<file path="config.mk">
export PLATFORM = sky130hd
export DESIGN_NAME = pwo_sequencer
export DESIGN_NICKNAME = d
export VERILOG_FILES = /design/src/verilog/pwo_pkg.sv /design/src/verilog/pwo_sequencer.sv
export SDC_FILE = /design/constraint.sdc
export NUM_CORES = 1
export LEC_CHECK = 0
export CORE_ASPECT_RATIO = 1.75
export CORE_UTILIZATION = 60
export CTS_BUF_LIST = sky130_fd_sc_hd__clkbuf_4
export DETAILED_ROUTE_END_ITERATION = 7
export DONT_BUFFER_PORTS = 1
export GPL_ROUTABILITY_DRIVEN = 0
export PLACE_DENSITY = 0.79
export SLEW_MARGIN = 20
export SYNTH_ARGS = -nofsm -noshare
export SYNTH_HDL_FRONTEND = slang
export SYNTH_SLANG_ARGS = --single-unit
</file>
<file path="constraint.sdc">
create_clock -name clk -period 1.8 [get_ports clk]
set_input_delay 0.09 -clock clk [delete_from_list [all_inputs] [get_ports clk]]
set_output_delay 0.09 -clock clk [all_outputs]
set_load 0.02 [all_outputs]
</file>
<file path="src/verilog/pwo_pkg.sv">
// Shared types and constants for the pointwise polynomial unit
package pwo_pkg;

    // ====================
    // Field widths
    // ====================
    localparam int COEFF_W         = 23;
    localparam int SLOT_W          = 24;
    localparam int COEFFS_PER_WORD = 4;
    localparam int PROD_W          = 2 * COEFF_W;
    localparam int MEM_ADDR_W      = 15;
    localparam int MEM_WORD_W      = SLOT_W * COEFFS_PER_WORD;

    // ML-DSA prime
    localparam logic [COEFF_W-1:0] PWO_Q = 23'd8380417;

    // ====================
    // Vector types
    // ====================
    typedef logic [COEFF_W-1:0]                 coeff_t;
    typedef logic [SLOT_W-1:0]                  slot_t;
    typedef logic [PROD_W-1:0]                  prod_t;
    typedef logic [MEM_WORD_W-1:0]              mem_word_t;
    typedef logic [MEM_ADDR_W-1:0]              mem_addr_t;
    // Four coefficients without slot padding
    typedef logic [COEFFS_PER_WORD*COEFF_W-1:0] coeff_vec_t;

    // ====================
    // Encodings
    // ====================
    typedef enum logic [1:0] {
        RW_IDLE  = 2'd0,
        RW_READ  = 2'd1,
        RW_WRITE = 2'd2
    } rw_e;

    typedef enum logic [1:0] {
        PWO_MUL = 2'd0,
        PWO_ADD = 2'd1,
        PWO_SUB = 2'd2
    } pwo_op_e;

    // ====================
    // Bundles
    // ====================
    typedef struct packed {
        rw_e       rw;
        mem_addr_t addr;
    } mem_req_t;

    typedef struct packed {
        mem_addr_t a;
        mem_addr_t b;
        mem_addr_t c;
    } pwo_base_t;

    // acc_en only ever set for a multiply
    typedef struct packed {
        pwo_op_e op;
        logic    acc_en;
    } pwo_cfg_t;

    // Tag that follows one memory word from read to write
    typedef struct packed {
        logic      valid;
        logic      last;
        mem_addr_t dest_addr;
    } pwo_issue_t;

endpackage

</file>
<file path="src/verilog/pwo_sequencer.sv">
// Pointwise run controller that walks the polynomial and issues operand reads
module pwo_sequencer #(
    parameter int POLY_WORDS = 64
) (
    input  logic                clk,
    input  logic                reset_n,

    input  logic                start_i,
    input  pwo_pkg::pwo_op_e    op_i,
    input  logic                accumulate_i,
    input  pwo_pkg::pwo_base_t  base_i,

    input  logic                done_i,

    output pwo_pkg::pwo_cfg_t   cfg_o,
    output pwo_pkg::pwo_issue_t issue_o,

    output pwo_pkg::mem_req_t   a_rd_req_o,
    output pwo_pkg::mem_req_t   b_rd_req_o,
    output pwo_pkg::mem_req_t   c_rd_req_o,

    output logic                busy_o
);

    typedef enum logic [1:0] {
        IDLE  = 2'd0,
        ISSUE = 2'd1,
        DRAIN = 2'd2
    } seq_state_e;

    seq_state_e         state;
    pwo_pkg::mem_addr_t word_cnt;
    pwo_pkg::pwo_cfg_t  cfg_q;
    pwo_pkg::pwo_base_t base_q;
    logic               issuing;
    logic               last_word;

    assign issuing   = (state == ISSUE);
    assign last_word = (word_cnt == pwo_pkg::mem_addr_t'(POLY_WORDS - 1));

    // ====================
    // Run state machine
    // ====================
    always_ff @(posedge clk or negedge reset_n) begin
        if (!reset_n) begin
            state    <= IDLE;
            word_cnt <= '0;
            cfg_q    <= '0;
            base_q   <= '0;
        end else begin
            case (state)
                IDLE: begin
                    // Strobes while busy never reach this branch
                    if (start_i) begin
                        state        <= ISSUE;
                        word_cnt     <= '0;
                        cfg_q.op     <= op_i;
                        cfg_q.acc_en <= accumulate_i && (op_i == pwo_pkg::PWO_MUL);
                        base_q       <= base_i;
                    end
                end
                ISSUE: begin
                    if (last_word) begin
                        state    <= DRAIN;
                        word_cnt <= '0;
                    end else begin
                        word_cnt <= word_cnt + 1'b1;
                    end
                end
                DRAIN: begin
                    // Wait for the final write to retire
                    if (done_i) begin
                        state <= IDLE;
                    end
                end
                default: begin
                    state <= IDLE;
                end
            endcase
        end
    end

    // ====================
    // Read requests and issue tag
    // ====================
    always_comb begin
        a_rd_req_o.rw   = issuing ? pwo_pkg::RW_READ : pwo_pkg::RW_IDLE;
        a_rd_req_o.addr = issuing ? base_q.a + word_cnt : '0;
        b_rd_req_o.rw   = issuing ? pwo_pkg::RW_READ : pwo_pkg::RW_IDLE;
        b_rd_req_o.addr = issuing ? base_q.b + word_cnt : '0;

        // Old destination word only needed when accumulating
        c_rd_req_o.rw   = (issuing && cfg_q.acc_en) ? pwo_pkg::RW_READ : pwo_pkg::RW_IDLE;
        c_rd_req_o.addr = (issuing && cfg_q.acc_en) ? base_q.c + word_cnt : '0;

        issue_o.valid     = issuing;
        issue_o.last      = issuing && last_word;
        issue_o.dest_addr = issuing ? base_q.c + word_cnt : '0;
    end

    assign cfg_o  = cfg_q;
    assign busy_o = (state != IDLE);

endmodule

</file>
==> results_dict.tcl, run 1 <==
set metrics [dict create \
    status "aborted with a tool error" \
    stop_stage "clock tree synthesis (4_1_cts)" \
    stop_error "[ERROR DPL-0038] Utilization greater than 100%, impossible to legalize" \
    synth.mux.area_fraction_pct 1.294 \
    syn_avg_cell_area_um2 7.618 \
    synth_top_family_by_area "simple AND/OR/NAND/NOR gates" \
    max-clock-path-buffers 2 \
    die_w_um 73.82 \
    ys_seq_area_share_pct 30.03 \
    synth_top_area_share_pct 30.03 \
    hpwl_um 14110 \
    yosys.area_share.simple_pct 30.65 \
    cts_resized 164 \
    synth_fa_ha_area_share_pct 11.04 \
    yosysWarnings 0 \
    async_reset_ff_share_pct 100.0 \
    cts_hold_buffers 51 \
    start_util_pct 62.06 \
    place_area_mm2 0.007103 \
    synth_commonest_cells "188 x nand2_1, 65 x dfrtp_1, 45 x a21oi_1, 43 x ha_1, 43 x nor2_1" \
    ys.flop_type "dfrtp_1" \
    synth_compound_area_share_pct 20.21 \
    post-cts-setup-buffer-count 27 \
    synthTopCellsByArea "dfrtp_1 30%, nand2_1 13%, ha_1 9.9%" \
    pin_count 124 \
    netlist_area_mm2 0.005416 \
    synth_top_cell_by_area "dfrtp_1" \
    ys_seq_elements 65 \
    yosysMostFrequentCell "nand2_1" \
    post-place-ws_ns -0.3967 \
    cts_buffers 9 \
    fp-row-count 45 \
    die_h_um 127.7 \
    synthCells 711 \
    synthXorXnorAreaFrac_pct 2.587 \
    cts-root-buf "clkbuf_4" \
    clock_sinks 65 \
    htreeDepth 3 \
    io_buffers 0 \
    synth_edf_count 0 \
    synth_cell_types 60 \
]
[logic make-up after synthesis]
kind of cell | after synthesis
other cells | 1
fa+ha+maj | 46
buf+inv | 48
xor+xnor | 16
flops | 65
compound gates | 169
simple gates | 359
mux | 7
[metrics by stage]
step                      hold slack (ns)  cells
after floorplan                   -0.2056    713
after global placement            -0.2042    968
after detailed placement          -0.2040    968
==> inputs of run 2 (changes only) <==
--- a/config.mk
+++ b/config.mk
@@ -5,13 +5,11 @@
 export SDC_FILE = /design/constraint.sdc
 export NUM_CORES = 1
 export LEC_CHECK = 0
-export CORE_ASPECT_RATIO = 1.75
-export CORE_UTILIZATION = 60
-export CTS_BUF_LIST = sky130_fd_sc_hd__clkbuf_4
+export CORE_UTILIZATION = 40
 export DETAILED_ROUTE_END_ITERATION = 7
 export DONT_BUFFER_PORTS = 1
 export GPL_ROUTABILITY_DRIVEN = 0
-export PLACE_DENSITY = 0.79
+export PLACE_DENSITY_LB_ADDON = 0.15
 export SLEW_MARGIN = 20
 export SYNTH_ARGS = -nofsm -noshare
 export SYNTH_HDL_FRONTEND = slang
==> constraint.sdc (replaced) <==
create_clock -name clk -period 2.3 [get_ports clk]
set_input_delay 0.115 -clock clk [delete_from_list [all_inputs] [get_ports clk]]
set_output_delay 0.115 -clock clk [all_outputs]
set_load 0.02 [all_outputs]
==> run 2 against run 1 <==
The flow now finishes, with violations (setup timing). Synthesized cell count stayed put. Area after synthesis stayed put.
==> results_dict.tcl, run 2 <==
set metrics [dict create \
    status "complete, but fails checks" \
    violations "setup timing" \
    drcViolationCount 0 \
    htreeDepth 3 \
    grt_usage_pct 26.77 \
    rsz0062_at_grt "true" \
    largest_reg_flops 45 \
    hpwl_um 12730 \
    worst_slack_ns -0.3253 \
    grt_pass1_wl_um 29300 \
    max-clock-path-buffers 2 \
    cp-start-kind "flip-flop" \
    yosysWarnings 0 \
    post-route-period-util_pct 114.1 \
    cts_tree "built" \
    clkPwrFrac_pct 50.7 \
    synthTopCellsByArea "dfrtp_1 30%, nand2_1 13%, ha_1 9.9%" \
    p_sw_uw 545.5 \
    ys_seq_area_share_pct 30.03 \
    cts_buffers 9 \
    ir_drop_mv 0.3346 \
    fin_skew_ns 0.005110 \
    drt_iter0_drc 349 \
    netlist_area_mm2 0.005416 \
    wl_per_cell_um 17.62 \
    ant_nets 0 \
    hold_violations 0 \
    die_area_mm2 0.01401 \
    arrival_ns 2.51 \
    hold_path.startpoint "done_i" \
    min_to "state[1]" \
    yosysMostFrequentCell "nand2_1" \
    final_cell_mix "179 x nand2_1, 119 x buf_4, 54 x dfrtp_1, 49 x dlygate4sd3_1, 41 x nor2_1" \
    fp-row-count 42 \
    finalSetupViolCount 40 \
    hold_path.class "in2reg" \
    rrSetupSlack_ns 0.08 \
    clock_sinks 65 \
    seq_power_share_pct 45.3 \
    slew_viol_final 0 \
    cts-root-buf "clkbuf_16" \
    grt-ovfl-total 0 \
    drtPass1Iterations 5 \
    ys.flop_type "dfrtp_1" \
    antenna_found_initial 0 \
    synth_top_cell_by_area "dfrtp_1" \
    worstPathMaxFanout 4 \
    pin_count 124 \
    r2r_start "word_cnt[7]" \
    syn_to_final_growth_pct 51.37 \
    end_kind "primary output" \
    worst_ep_required_time_ns 2.18 \
    num_vias 6004 \
    core-area_mm2 0.01324 \
    io_buffers 0 \
    die_w_um 118.4 \
    leakage_uw 0.003920 \
    fin_cells 1063 \
    final_nets 982 \
    post-place-ws_ns -0.1270 \
    start_util_pct 40.90 \
    ys_seq_elements 65 \
    drt-total-wl_um 18730 \
    slew_headroom_pct 58.16 \
    reg2regPathDepth 7 \
    clock.fmax_mhz 380.9 \
    async_reset_ff_share_pct 100.0 \
    p_int_uw 1983 \
    fin_crit_ns 2.625 \
    fillerInstances 1123 \
    tightest_slew_ns 0.6270 \
    synth_edf_count 0 \
    syn_avg_cell_area_um2 7.618 \
    combinationalPowerShare_pct 4.1 \
    clkLatencyLatePin_ns 0.35 \
    worstSetupPathType "reg2out" \
    min_path_cells 2 \
    vias_per_cell 5.648 \
    top_register "base_q" \
    synth_commonest_cells "188 x nand2_1, 65 x dfrtp_1, 45 x a21oi_1, 43 x ha_1, 43 x nor2_1" \
    synthCells 711 \
    final_common_cell "nand2_1" \
    grt_max_degree 66 \
    path_clk_slew_ns 0.05 \
    powerDensity_mw_per_mm2 308.4 \
    switching_share_pct 21.58 \
    diodes 0 \
    grt_pass1_vias 5933 \
    drive_gt1_share_pct 32.13 \
    timing.rr.end "word_cnt[7]" \
    dp.cells 980 \
    drv_cap 0 \
    synth_cell_types 60 \
    die_h_um 118.4 \
    synth_top_area_share_pct 30.03 \
]
==> run 2: cell counts after synthesis <==
Identical to the previous run, type by type.
==> run 2: area by class of cell <==
cell class / instances / area [um^2] / area share [%]
inverter: 14 / 52.55 / 0.6409
sequential: 65 / 1640 / 20.01
clock buffer: 14 / 264.0 / 3.220
timing repair buffer: 194 / 1702 / 20.75
tap: 176 / 220.2 / 2.686
multi-input combinational: 600 / 4320 / 52.69
==> run 2: logic make-up (layout without fill, tap and decap cells) <==
family	Yosys count	count (layout)	share of synthesized area, %
muxes	7	7	1.294
and+or+nand+nor	359	359	30.65
adders and majority gates	46	46	11.04
other	1	3	0.06923
buffers and inverters	48	222	4.112
AOI/OAI and AO/OA	169	169	20.21
xor gates and xnor gates	16	16	2.587
DFF	65	65	30.03
==> run 2: how the worst max path moves through the flow <==
stage	from	endpoint	slack, ns	depth (start not counted)
after detailed placement	word_cnt[0]	issue_o[14]	-0.13	9
after global routing	word_cnt[0]	b_rd_req_o[8]	-0.40	9
after CTS	word_cnt[0]	a_rd_req_o[12]	-0.30	8
final	word_cnt[0]	b_rd_req_o[8]	-0.33	9
after global placement	word_cnt[1]	issue_o[14]	-0.06	8
after floorplan	word_cnt[0]	c_rd_req_o[14]	-0.17	7
==> run 2: metal layers <==
layer / share of wire (%) / track usage, % / vias to the layer above / wire [um]
met5: 0 / 0 / - / 0
met4: 3.8 / 14.98 / 0 / 714
met3: 5.5 / 5.598 / 50 / 1023
met2: 48 / 44.15 / 216 / 9023
met1: 43 / 32.44 / 2865 / 7971
li1: - / - / 2873 / -
==> run 2: what timing repair did <==
item,in CTS,in global routing
hold endpoints to repair,113,0
gates resized for setup,122,53
hold buffers,50,0
setup buffers,17,7
setup endpoints to repair,45,44
pin swaps,55,47
cloned,0,0
==> run 2: power groups by stage <==
stage / combinational, uW / clock [uW] / sequential [uW]
after floorplan: 9.52 / 0 / 1160
after global placement: 5.95 / 0 / 1160
after detailed placement: 5.89 / 0 / 1160
after CTS: 104 / 1290 / 1140
after global routing: 112 / 1330 / 1140
final: 103 / 1280 / 1140
==> run 2: critical path, cell delays in order (launching register included) <==
cell	delay, ns
dfrtp_2	0.45
ha_2	0.21
fa_2	0.37
a21oi_4	0.17
buf_4	0.14
o21ai_2	0.06
a21o_1	0.18
a21oi_2	0.16
mux2i_2	0.24
buf_4	0.17
==> run 2: per-stage QoR <==
step	power (uW)	setup TNS [ns]	area [um^2]	utilization [%]	hold slack (ns)
2_1_floorplan	1174	-0.3610	5469	-	-0.1806
3_3_place_gp	1171	-0.2206	6474	48.89	-0.1765
3_5_place_dp	1171	-0.7796	6474	48.89	-0.1786
4_1_cts	2543	-6.260	7910	59.73	0.03051
5_1_grt	2587	-10.16	8199	61.91	0.05433
6_report	2528	-6.797	8199	61.91	0.03214
Note: power is estimated with default switching activity, not from simulation.
